**config.mk**
```make
export PLATFORM = sky130hd
export DESIGN_NAME = recip_seed_rom
export DESIGN_NICKNAME = d
export VERILOG_FILES = /design/src/verilog/recip_seed_rom.sv
export SDC_FILE = /design/constraint.sdc
export NUM_CORES = 1
export LEC_CHECK = 0
export BUFFER_PORTS_ARGS = -buffer_cell sky130_fd_sc_hd__buf_4
export CORE_MARGIN = 2
export CORE_UTILIZATION = 60
export DETAILED_ROUTE_END_ITERATION = 10
export GPL_TIMING_DRIVEN = 1
export PLACE_DENSITY = 0.89
export SYNTH_ARGS = -nofsm -noshare
export SYNTH_HDL_FRONTEND = slang
export SYNTH_SLANG_ARGS = --single-unit
```
**constraint.sdc**
```tcl
create_clock -name vclk -period 5.9
set_clock_uncertainty 0.15 [all_clocks]
set_input_delay 0.885 -clock vclk [all_inputs]
set_output_delay 0.885 -clock vclk [all_outputs]
set_load 0.05 [all_outputs]
```
**src/verilog/recip_seed_rom.sv**
```systemverilog
`timescale 1ns/1ps

module recip_seed_rom (
    input  logic [7:0] addr,
    output logic [7:0] seed
);

    typedef logic [7:0] seed_tab_t [256];

    // Fraction bits of 512/(256 + a + 0.5), i.e. 262144/(513 + 2a) - 256.
    function automatic seed_tab_t build_table();
        seed_tab_t   tab;
        int unsigned quo;
        for (int a = 0; a < 256; a++) begin
            quo    = 262144 / (513 + 2 * a);
            tab[a] = 8'(quo - 256);
        end
        return tab;
    endfunction

    localparam seed_tab_t SEED_TABLE = build_table();

    assign seed = SEED_TABLE[addr];

endmodule

```
==> qor.csv <==
metric,value,unit
DIE AREA,3460,um2
critical path type,input port to output port,
drc violations,1,
grt peak-use layer,met2,
drt total wl,5270,um
HPWL after DPL,3540,um
Synth Area in Compound Gates,45.5,%
Hold Buf Count CTS,0,
VDD IR max,60.3,uV
Synth Area in Adders,11.7,%
violated checks,DRC,
crit path launch,addr[1],
"critical path fanouts, max",21,
Starting Density,64.2,%
Simple-Gate Fraction of Synth Area,23.6,%
Total Nets Final,295,
final worst path period share,70.0,%
Final Wtd Congestion,1.04,
initial antenna violation count,0,
ANT cells,0,
All-Layer GR Usage,31.0,%
XOR/XNOR share of the synthesized area,1.94,%
final hold violations,0,
Vias/cell,7.20,
Critical Path Source Type,input port,
Ys Warns,0,
"most common cell after layout, fill and taps aside",a21oi_1,
IO Pins,16,
setup tns final,0,ns
main combinational cell family by area after synthesis,compound AO/OA/AOI/OAI gates,
die height,58.8,um
input/output buffers,16,
syn nets,306,
synthesized area per cell,6.39,um2
Yosys cell types,59,
PD cells,97.3,nW/um2
1st-iter DRT viols,256,
Die W,58.8,um
core box area,2810,um2
Synth Instances,282,
Rows,19,
number of sequential cells,0,
"Seq/Total Area, Yosys",0,%
global-route wire length before repair,8680,um
Worst Setup EP,seed[1],
Worst Tran Pin Value,0.762,ns
routing usage on met2,49.5,%
Reg area,0,um2
crit path DAT,3.09,ns
fill count,276,
crit path capture type,output port,
total gr overflow,0,
mux cell area share after synthesis,5.90,%
GR Util met1,45.1,%
Hold Path Class,input port to output port,
Mapped Area,1800,um2
post-layout minimum cycle time,4.13,ns
Max Cap Violations,0,
Pre-antenna DRT Iters,9,
share of layout cells above drive strength 1,9.29,%
Worst EP required,4.87,ns
clock buffers,0,
post_cts resized,0,
fmax,242,MHz
"Setup Fix Bufs, Post-CTS",0,
LEAKAGE,0.710,nW
Routed Antenna Nets,0,
Tot Pwr,174,uW
Final Setup Violations,0,
RSZ-0062 raised after global routing,no,
vias in the first global route,1841,
max-slew violations,0,
largest net degree at the start of global routing,64,
status,"complete, but fails checks",
Max transition margin,49.1,%
"commonest cells after routing, fill and taps aside","35 x a21oi_1, 33 x o21ai_0, 29 x nand2_1, 20 x nor2_1",
Routed WL per cell,17.6,um
M3 GR Usage,2.42,%
Syn-to-layout area delta,-0.694,%
via count,2161,
## synthesized netlist by cell type (all sizes together) (3+ instances only)
cell type / instances / share of area (%)
nand2b: 8 / 2.8
nand3: 3 / 0.83
o221ai: 4 / 1.9
nand2: 29 / 6.0
o21ai: 36 / 10
nor2: 20 / 4.2
nor2b: 7 / 2.4
ha: 16 / 11
o31ai: 4 / 1.7
a311oi: 6 / 2.9
clkbuf: 9 / 1.9
buf: 20 / 7.6
mux2i: 5 / 2.8
o211ai: 9 / 3.7
xnor2: 4 / 1.9
or2: 4 / 1.4
a21o: 3 / 1.2
nor3: 4 / 1.1
inv: 8 / 1.7
a31oi: 4 / 1.4
a21oi: 35 / 9.7
nor3b: 3 / 1.2
## cell type report
type | count | area, um2 | area share, %
inverter | 9 | 33.8 | 1.89
tap | 31 | 38.8 | 2.17
multi-input combinational | 244 | 1600 | 89.2
timing repair buffer | 16 | 120 | 6.71
## where the power goes
part,internal (mW),switching (mW),total [mW]
Sequential,0,0,0
Clock,0,0,0
Combinational,0.0610,0.113,0.174
## critical path, stage by stage
cell and delay, ns:
buf_4 0.23, inv_1 0.19, ha_1 0.29, nor2b_1 0.20
or2_0 0.25, mux4_2 0.46, o21ai_1 0.13, a21oi_1 0.08
a21oi_1 0.15, buf_4 0.21
## per-stage QoR
step | instance area [um2] | instances | hold slack (ns) | util (%) | worst slack (ns)
after detailed placement | 1790 | 300 | 2.04 | 63.8 | 1.81
after global routing | 1790 | 300 | 2.07 | 63.8 | 1.61
after global placement | 1790 | 300 | 2.04 | 63.8 | 1.81
final | 1790 | 300 | 2.04 | 63.8 | 1.77
after floorplan | 1800 | 282 | 1.96 | - | 1.52
after CTS | 1790 | 300 | 2.04 | 63.8 | 1.80
## cells by family after synthesis
kind of cell	count (synthesis)
buf+inv	38
compound gates	128
mux	8
xor+xnor	4
simple gates	87
fa+ha+maj	17
## routing by layer
| layer | vias to the layer above | routed length, um |
|---|---|---|
| met2 | 149 | 2410 |
| met1 | 948 | 2110 |
| met3 | 22 | 580 |
| met4 | 0 | 164 |
| li1 | 1042 | - |
| met5 | - | 0 |
## worst min-delay path by stage
stage	start	endpoint	slack (ns)	depth (start not counted)
after floorplan	addr[7]	seed[4]	1.96	1
after global placement	addr[7]	seed[7]	2.04	3
after detailed placement	addr[7]	seed[7]	2.04	3
after CTS	addr[7]	seed[7]	2.04	3
after global routing	addr[7]	seed[7]	2.07	3
final	addr[7]	seed[7]	2.04	3
Power figures use the tool's default switching activity.
