### config.mk
export PLATFORM = sky130hd
export DESIGN_NAME = nr_div_controller
export DESIGN_NICKNAME = d
export VERILOG_FILES = /design/src/verilog/fdiv_pkg.sv /design/src/verilog/nr_div_controller.sv
export SDC_FILE = /design/constraint.sdc
export NUM_CORES = 1
export LEC_CHECK = 0
export ABC_AREA = 1
export BUFFER_PORTS_ARGS = -buffer_cell sky130_fd_sc_hd__buf_2
export CAP_MARGIN = 5
export CORE_AREA = 2 2 39 41
export DETAILED_ROUTE_END_ITERATION = 8
export DIE_AREA = 0 0 41 43
export GPL_ROUTABILITY_DRIVEN = 1
export PLACE_DENSITY = 0.71
export SYNTH_ARGS = -nofsm -noshare
export SYNTH_HDL_FRONTEND = slang
export SYNTH_SLANG_ARGS = --single-unit
### constraint.sdc
create_clock -name clk -period 1.25 [get_ports clk]
set_input_delay 0.125 -clock clk [delete_from_list [all_inputs] [get_ports clk]]
set_output_delay 0.125 -clock clk [all_outputs]
set_load 0.005 [all_outputs]
### src/verilog/fdiv_pkg.sv
package fdiv_pkg;

    localparam int MANT_W = 53;
    localparam int OPND_W = 58;
    localparam int PROD_W = 116;
    localparam int QUOT_W = 57;
    localparam int SP_PAD = 29;               // Low bits unused in single precision.

    localparam logic [1:0] OPA_FA = 2'd0;
    localparam logic [1:0] OPA_X  = 2'd1;
    localparam logic [1:0] OPA_A  = 2'd2;
    localparam logic [1:0] OPA_FB = 2'd3;
    localparam logic [1:0] OPB_FB = 2'd0;
    localparam logic [1:0] OPB_X  = 2'd1;
    localparam logic [1:0] OPB_Q  = 2'd2;

    typedef enum logic [3:0] {
        IDLE, LOOKUP, NEWTON1, NEWTON2, NEWTON3, NEWTON4,
        QUOT1, QUOT2, QUOT3, QUOT4, SELECT, ROUND1, ROUND2
    } div_state_t;

    typedef struct packed {
        logic [QUOT_W-3:0] quot;              // 1.54 truncated quotient.
        logic              guard;
        logic              sticky;
    } quot_dp_t;

    typedef struct packed {
        logic [25:0]       quot;
        logic              guard;
        logic              sticky;
        logic [SP_PAD-1:0] pad;
    } quot_sp_t;

    typedef union packed {
        quot_dp_t dp;
        quot_sp_t sp;
    } quot_word_u;

    // One unit in the last place of the 57-bit quotient word.
    function automatic logic [QUOT_W-1:0] quot_ulp(input logic db);
        return db ? QUOT_W'(1) : (QUOT_W'(1) << SP_PAD);
    endfunction

endpackage

### src/verilog/nr_div_controller.sv
`timescale 1ns/1ps

module nr_div_controller
    import fdiv_pkg::*;
#(
    parameter int NR_ITERS_DB = 3,
    parameter int NR_ITERS_SP = 2
) (
    input  logic       clk,
    input  logic       rst_n,
    input  logic       fdiv,
    input  logic       db,
    output div_state_t state,
    output logic [1:0] opa_sel,
    output logic [1:0] opb_sel,
    output logic       op_load,
    output logic       seed_load,
    output logic       x_load,
    output logic       a_load,
    output logic       q_load,
    output logic       eb_load,
    output logic       fq_load,
    output logic       q_valid
);

    localparam int ITER_MAX = (NR_ITERS_DB > NR_ITERS_SP) ? NR_ITERS_DB : NR_ITERS_SP;
    localparam int CNT_W    = (ITER_MAX > 1) ? $clog2(ITER_MAX) : 1;

    div_state_t       next_state;
    logic [CNT_W-1:0] iter_cnt;

    always_ff @(posedge clk or negedge rst_n) begin
        if (!rst_n) begin
            state <= IDLE;
        end else begin
            state <= next_state;
        end
    end

    always_ff @(posedge clk or negedge rst_n) begin
        if (!rst_n) begin
            iter_cnt <= '0;
        end else if (state == LOOKUP) begin
            iter_cnt <= db ? CNT_W'(NR_ITERS_DB - 1) : CNT_W'(NR_ITERS_SP - 1);
        end else if (state == NEWTON4 && iter_cnt != '0) begin
            iter_cnt <= iter_cnt - 1'b1;
        end
    end

    always_ff @(posedge clk or negedge rst_n) begin
        if (!rst_n) begin
            q_valid <= 1'b0;
        end else begin
            q_valid <= (state == ROUND2);  // fq lands on the same edge.
        end
    end

    always_comb begin
        next_state = state;
        opa_sel    = OPA_FA;
        opb_sel    = OPB_FB;
        op_load    = 1'b0;
        seed_load  = 1'b0;
        x_load     = 1'b0;
        a_load     = 1'b0;
        q_load     = 1'b0;
        eb_load    = 1'b0;
        fq_load    = 1'b0;
        case (state)
            IDLE: begin
                if (fdiv) begin
                    next_state = LOOKUP;
                end
            end
            LOOKUP: begin
                seed_load  = 1'b1;
                next_state = NEWTON1;
            end
            NEWTON1: begin
                op_load    = 1'b1;   // x * fb.
                opa_sel    = OPA_X;
                opb_sel    = OPB_FB;
                next_state = NEWTON2;
            end
            NEWTON2: begin
                a_load     = 1'b1;
                next_state = NEWTON3;
            end
            NEWTON3: begin
                op_load    = 1'b1;   // x * (2 - x*fb).
                opa_sel    = OPA_A;
                opb_sel    = OPB_X;
                next_state = NEWTON4;
            end
            NEWTON4: begin
                x_load     = 1'b1;
                next_state = (iter_cnt == '0) ? QUOT1 : NEWTON1;
            end
            QUOT1: begin
                op_load    = 1'b1;
                opa_sel    = OPA_FA;
                opb_sel    = OPB_X;
                next_state = QUOT2;
            end
            QUOT2: begin
                q_load     = 1'b1;
                next_state = QUOT3;
            end
            QUOT3: begin
                op_load    = 1'b1;   // Back product q * fb.
                opa_sel    = OPA_FB;
                opb_sel    = OPB_Q;
                next_state = QUOT4;
            end
            QUOT4: begin
                eb_load    = 1'b1;
                next_state = SELECT;
            end
            SELECT: begin
                next_state = ROUND1;
            end
            ROUND1: begin
                next_state = ROUND2;
            end
            ROUND2: begin
                fq_load    = 1'b1;
                next_state = IDLE;
            end
            default: begin
                next_state = IDLE;
            end
        endcase
    end

endmodule

==> impl_metrics.ini, run 1 <==
[outcome]
status = complete, but fails checks
violations = negative setup slack

[timing]
max_freq_ghz = 0.7416
finClkSkew_ns = 0.003998
hold_viol = 0
period_needed_ns = 1.349
slew_viol_final = 0
tightest_slew_ns = 0.1683
max_slew_margin_pct = 88.78
rsz0062_at_grt = yes
setup_viol = 8
fin_ws_ns = -0.09850
fin_crit_sh_pct = 107.9

[grt]
grt_pass1_vias = 457
grt_max_degree = 8
antenna_found_initial = 0
grt_use_total_pct = 15.45
grt_pass1_wl_um = 1814
overflow = 0

[worst_setup_path]
crit_required_ns = 1.12
cp.arrival_ns = 1.22
cp-end-kind = output pin
crit_type = flop to output pin
crit_fanout = 5
worst_r2r_path_depth = 8
start_kind = flop
r2r-start = state[2]
r2r-end = iter_cnt[0]
r2r_setup_slack_ns = 0.06

[logic_synthesis]
synth_edf_count = 0
synth.distinct_cells = 17
synth_flop_cell = dfrtp_1
syn-num-nets = 69
synth_area_leaders = dfrtp_1 (37%), nand2_1 (10%), inv_1 (9.5%)
synth_top_cell_by_area = dfrtp_1
ys_async_sr_fraction_pct = 100.0
syn_inst = 64
netlist.area_leader.share_pct = 36.84
avgSynthCellArea_um2 = 7.429
yosysWarnings = 0
synthTopCellsByCount = nand2_1 (13), inv_1 (12), nand3_1 (8)
ys_ff_latch = 7
yosys.cell_count.top_type = nand2_1
syn_area_um2 = 475.5
ys_seq_area_share_pct = 36.84

[route]
met2_length_um = 666
met1_length_um = 522
top_layer = met4
viasPerCell = 4.461
vias = 513
drc = 0
antenna_left = 0
wl_per_cell_um = 10.72
drt_wl_total_um = 1233
drt_iter0_markers = 1
first_pass_iters = 2
met3_length_um = 37

[placement]
dp_hpwl_um = 835.3
place_worst_setup_slack_ns = 0.07304
io_buffers = 19
place_congestion = 0.6758

[clock_network]
root_buffer = clkbuf_4
cts.sinks = 7
cts_max_path_buffers = 2
cts_made_buffers = 3
path_clk_slew_ns = 0.05
htree_num_levels = 1
cts_tree = built
worst_skew_pair.late_latency_ns = 0.24

[min_path]
hp-start = fdiv
min_path_cells = 4
holdPathEnd = state[0]
hold_path_class = input port to flop

[floorplanning]
dieArea_um2 = 1763
core_um2 = 1384
io_pins = 20
start_util_pct = 34.36
dieHeight_um = 43
core.rowCount = 14
die_w_um = 41

[pwr]
total_power_w = 0.002140
power.leakage_nw = 0.4607
ir_drop_mv = 0.9885
p_per_area_nw_per_um2 = 2673

[cells_and_area]
syn_to_final_growth_pct = 68.42
nNetsFinal = 105
antenna_cells = 0
final_layout_size_suffix_gt1_share_pct = 61.62

[run]
cap_viol_max_count = 0
[through the flow]
step	hold WS [ns]	TNS, ns	cell area (µm²)	std cells	utilization, %
global route	0.2167	-1.067	800.8	115	57.87
global placement	-0.03945	0	598.1	100	43.22
detailed placement	-0.03917	0	598.1	100	43.22
CTS	0.1924	-0.4041	715.7	113	51.72
floorplan	-0.1706	0	475.5	64	-
finish	0.2009	-0.3625	800.8	115	57.87
[cells by family after synthesis]
family | after synthesis | synth area share, %
AOI/OAI and AO/OA | 2 | 2.103
adders and majority gates | 1 | 2.631
buffers and inverters | 16 | 12.63
and+or+nand+nor | 38 | 45.79
DFF | 7 | 36.84
[what timing repair did]
action / in CTS / in global routing
hold endpoints to repair: 7 / 0
gates resized for setup: 10 / 18
buffers inserted: 8 / 2
gates cloned: 0 / 0
setup endpoints to repair: 11 / 13
pin swaps: 5 / 5
hold buffers: 1 / 0
[metal layers]
layer	track usage [%]	up-vias
met2	25.31	11
li1	-	264
met5	0	-
met3	3.141	2
met4	8.000	0
met1	17.73	236
[where the power goes]
part,switching [W],internal [W],total [W]
Combinational,0.000756,0.000719,0.00148
Sequential,0.000132,0.000336,0.000468
Clock,0.0000760,0.000121,0.000197
Total,0.000964,0.00118,0.00214
[worst max-delay path, stage by stage (launching register included)]
cell and delay (ns):
dfrtp_2 0.46, nor2_4 0.17, nand2_1 0.12, nand3_1 0.10, buf_2 0.12
[state kept, by name, indices dropped and copies added, names as in the netlist]
signal and flops:
iter_cnt 2, q_valid 1, state 4
[final cells by class]
type | count | area, µm²
Clock buffer | 4 | 26.28
Fill cell | 129 | 583.1
Inverter | 16 | 67.56
Multi-Input combinational cell | 41 | 280.3
Sequential cell | 7 | 180.2
Tap cell | 16 | 20.02
Timing Repair Buffer | 31 | 226.5
[layout by cell type, fill, tap and decap left out, types with 2 or more instances in the layout]
master / netlist / final
nand3_1: 8 / 8
nor2_2: 1 / 2
nor2_4: 2 / 5
o21ai_1: 1 / 2
buf_2: 0 / 16
nor2_1: 6 / 2
inv_4: 0 / 3
inv_1: 12 / 8
buf_6: 0 / 5
inv_2: 4 / 5
nand2_1: 13 / 10
dfrtp_1: 7 / 3
nand2_2: 2 / 5
clkbuf_4: 0 / 3
buf_4: 0 / 8
dfrtp_2: 0 / 4
[worst max-delay path by stage]
stage                             end  cells after the start  startpoint
after floorplan           iter_cnt[0]                      6    state[3]
after global placement        op_load                      4    state[3]
after detailed placement      op_load                      4    state[3]
after CTS                     eb_load                      5    state[0]
after global routing          op_load                      4    state[3]
final                         op_load                      4    state[3]
(Power assumes the default switching activity.)
==> run 2, diff against run 1 <==
--- a/config.mk
+++ b/config.mk
@@ -8,11 +8,13 @@
 export ABC_AREA = 1
 export BUFFER_PORTS_ARGS = -buffer_cell sky130_fd_sc_hd__buf_2
 export CAP_MARGIN = 5
-export CORE_AREA = 2 2 39 41
+export CELL_PAD_IN_SITES_DETAIL_PLACEMENT = 1
+export CELL_PAD_IN_SITES_GLOBAL_PLACEMENT = 1
+export CORE_MARGIN = 2
+export CORE_UTILIZATION = 30
 export DETAILED_ROUTE_END_ITERATION = 8
-export DIE_AREA = 0 0 41 43
 export GPL_ROUTABILITY_DRIVEN = 1
-export PLACE_DENSITY = 0.71
+export PLACE_DENSITY = 0.81
 export SYNTH_ARGS = -nofsm -noshare
 export SYNTH_HDL_FRONTEND = slang
 export SYNTH_SLANG_ARGS = --single-unit
==> run 2 against run 1 <==
The run still ends with negative setup slack left. Combinational power grew 20%. Via count increased by 12%. Sequential power is 4% higher. Critical path type unchanged. Clock-buffer cell count stayed put. Critical endpoint is now q_load. Utilization grew 0.87 points. Maximum frequency is 1.0% higher. Highest routed layer unchanged.
==> impl_metrics.ini, run 2 (same netlist as run 1, synthesis figures left out) <==
[clock_network]
cts_made_buffers = 3
root_buffer = clkbuf_4
cts_max_path_buffers = 2
cts_tree = built
path_clk_slew_ns = 0.05
worst_skew_pair.late_latency_ns = 0.26
cts.sinks = 7
htree_num_levels = 1

[cells_and_area]
nNetsFinal = 113
antenna_cells = 0
syn_to_final_growth_pct = 83.95
largestRegisters = state: 4 flops, iter_cnt: 2 flops, q_valid: 1 flops
nFillCells = 191
finish.utilization_pct = 58.74
final_layout_size_suffix_gt1_share_pct = 70.09
final_area_um2 = 874.6
fin_cells = 123
regMostFlops = state
final_common_cell = buf_2
final_cell_mix = buf_2 (18), buf_4 (16), inv_1 (8), nand2_1 (7)
largest_reg_flops = 4

[timing]
hold_viol = 0
tns_ns = -0.7467
max_freq_ghz = 0.7490
rsz0062_at_grt = yes
fin_ws_ns = -0.08505
tightest_slew_ns = 0.2075
fin_crit_sh_pct = 106.8
finClkSkew_ns = 0.003931
setup_viol = 12
slew_viol_final = 0
period_needed_ns = 1.335
max_slew_margin_pct = 86.17

[grt]
grt_pass1_wl_um = 2863
overflow = 0
grt_max_degree = 8
antenna_found_initial = 0
grt_use_total_pct = 20.24
grt_pass1_vias = 614

[floorplanning]
core_um2 = 1489
dieHeight_um = 43.81
io_pins = 20
core.rowCount = 14
dieArea_um2 = 1919
start_util_pct = 31.93
die_w_um = 43.81

[route]
drt_wl_total_um = 1804
wl_per_cell_um = 14.67
viasPerCell = 4.675
drc = 0
vias = 575
drt_iter0_markers = 3
first_pass_iters = 2
antenna_left = 0

[placement]
dp_cells = 99
dp_hpwl_um = 1088
dpl-instance-area_um2 = 590.6
place_congestion = 0.7896
io_buffers = 19

[worst_setup_path]
crit_chain = inv_2, nor2_4, inv_4, nor2_1, buf_2
crit_type = flop to output pin
r2r-start = state[3]
cp_slowest_cell = dfrtp_2
worst_r2r_path_depth = 8
cp-end-kind = output pin
r2r_setup_slack_ns = -0.03
start_kind = flop
critPathTopFamily = flip-flops
cpPeakStageDelay_ns = 0.44
r2r-end = iter_cnt[1]
critPathBufInv = 3
crit_fanout = 4
crit_required_ns = 1.12
cp.arrival_ns = 1.21

[pwr]
ir_drop_mv = 1.313
p_per_area_nw_per_um2 = 2818
power.leakage_nw = 0.5078

[run]
cap_viol_max_count = 0

[outcome]
status = complete, but fails checks
violations = negative setup slack

[min_path]
hp-start = fdiv
holdPathEnd = state[0]
min_path_cells = 4
hold_path_class = input port to flop
## run 2: changes by cell type in the layout (fill, tap and decap cells not counted), sizes merged
cell / before / now
buf: 30 / 38
## run 2: how the worst max path moves through the flow
| stage | to | from | slack, ns | cells after the start |
|---|---|---|---|---|
| 6_report | q_load | state[2] | -0.09 | 5 |
| 5_1_grt | op_load | state[0] | -0.16 | 5 |
| 3_5_place_dp | opa_sel[1] | state[1] | 0.05 | 4 |
| 2_1_floorplan | iter_cnt[0] | state[3] | 0.20 | 6 |
| 3_3_place_gp | opa_sel[1] | state[1] | 0.09 | 4 |
| 4_1_cts | opa_sel[1] | state[2] | -0.1 | 5 |
## run 2: layout make-up
cell class	count	area (µm²)	share of cell area [%]
Multi-Input combinational cell	41	319.1	36.48
Timing Repair Buffer	39	265.3	30.33
Sequential cell	7	178.9	20.46
Inverter	16	65.06	7.439
Clock buffer	4	26.28	3.004
Tap cell	16	20.02	2.289
## run 2: tightest hold or removal path: stages
cell,delay [ns]
buf_2,0.08
nand3b_1,0.10
nand3_1,0.06
inv_1,0.05
## run 2: per-layer routing
metal / GRT usage (%) / routed length [µm]
met5: 0 / 0
met4: 7.273 / 42
met3: 1.250 / 54
met2: 35.59 / 905
met1: 25.91 / 802
## run 2: report_power, final
group          internal (W)  switching (W)  total, W
Combinational      0.000845       0.000921   0.00177
Sequential         0.000332       0.000155  0.000487
Clock              0.000122      0.0000890  0.000211
## run 2: timing repair
item / 4_1_cts / 5_1_grt
cloned: 0 / 0
setup endpoints to repair: 11 / 13
hold buffers: 1 / 0
pin swaps: 5 / 7
endpoints found under the hold margin: 7 / 0
gates resized for setup: 13 / 22
buffers inserted: 12 / 7
## run 2: metrics by stage
step           setup slack [ns]  total power, W  hold slack (ns)
2_1_floorplan            0.2021        0.001085          -0.1706
3_3_place_gp            0.09294        0.001384         -0.03797
3_5_place_dp            0.05340        0.001425         -0.03740
4_1_cts                -0.09574        0.001982           0.1794
5_1_grt                 -0.1562        0.002645           0.2448
6_report               -0.08505        0.002464           0.2044
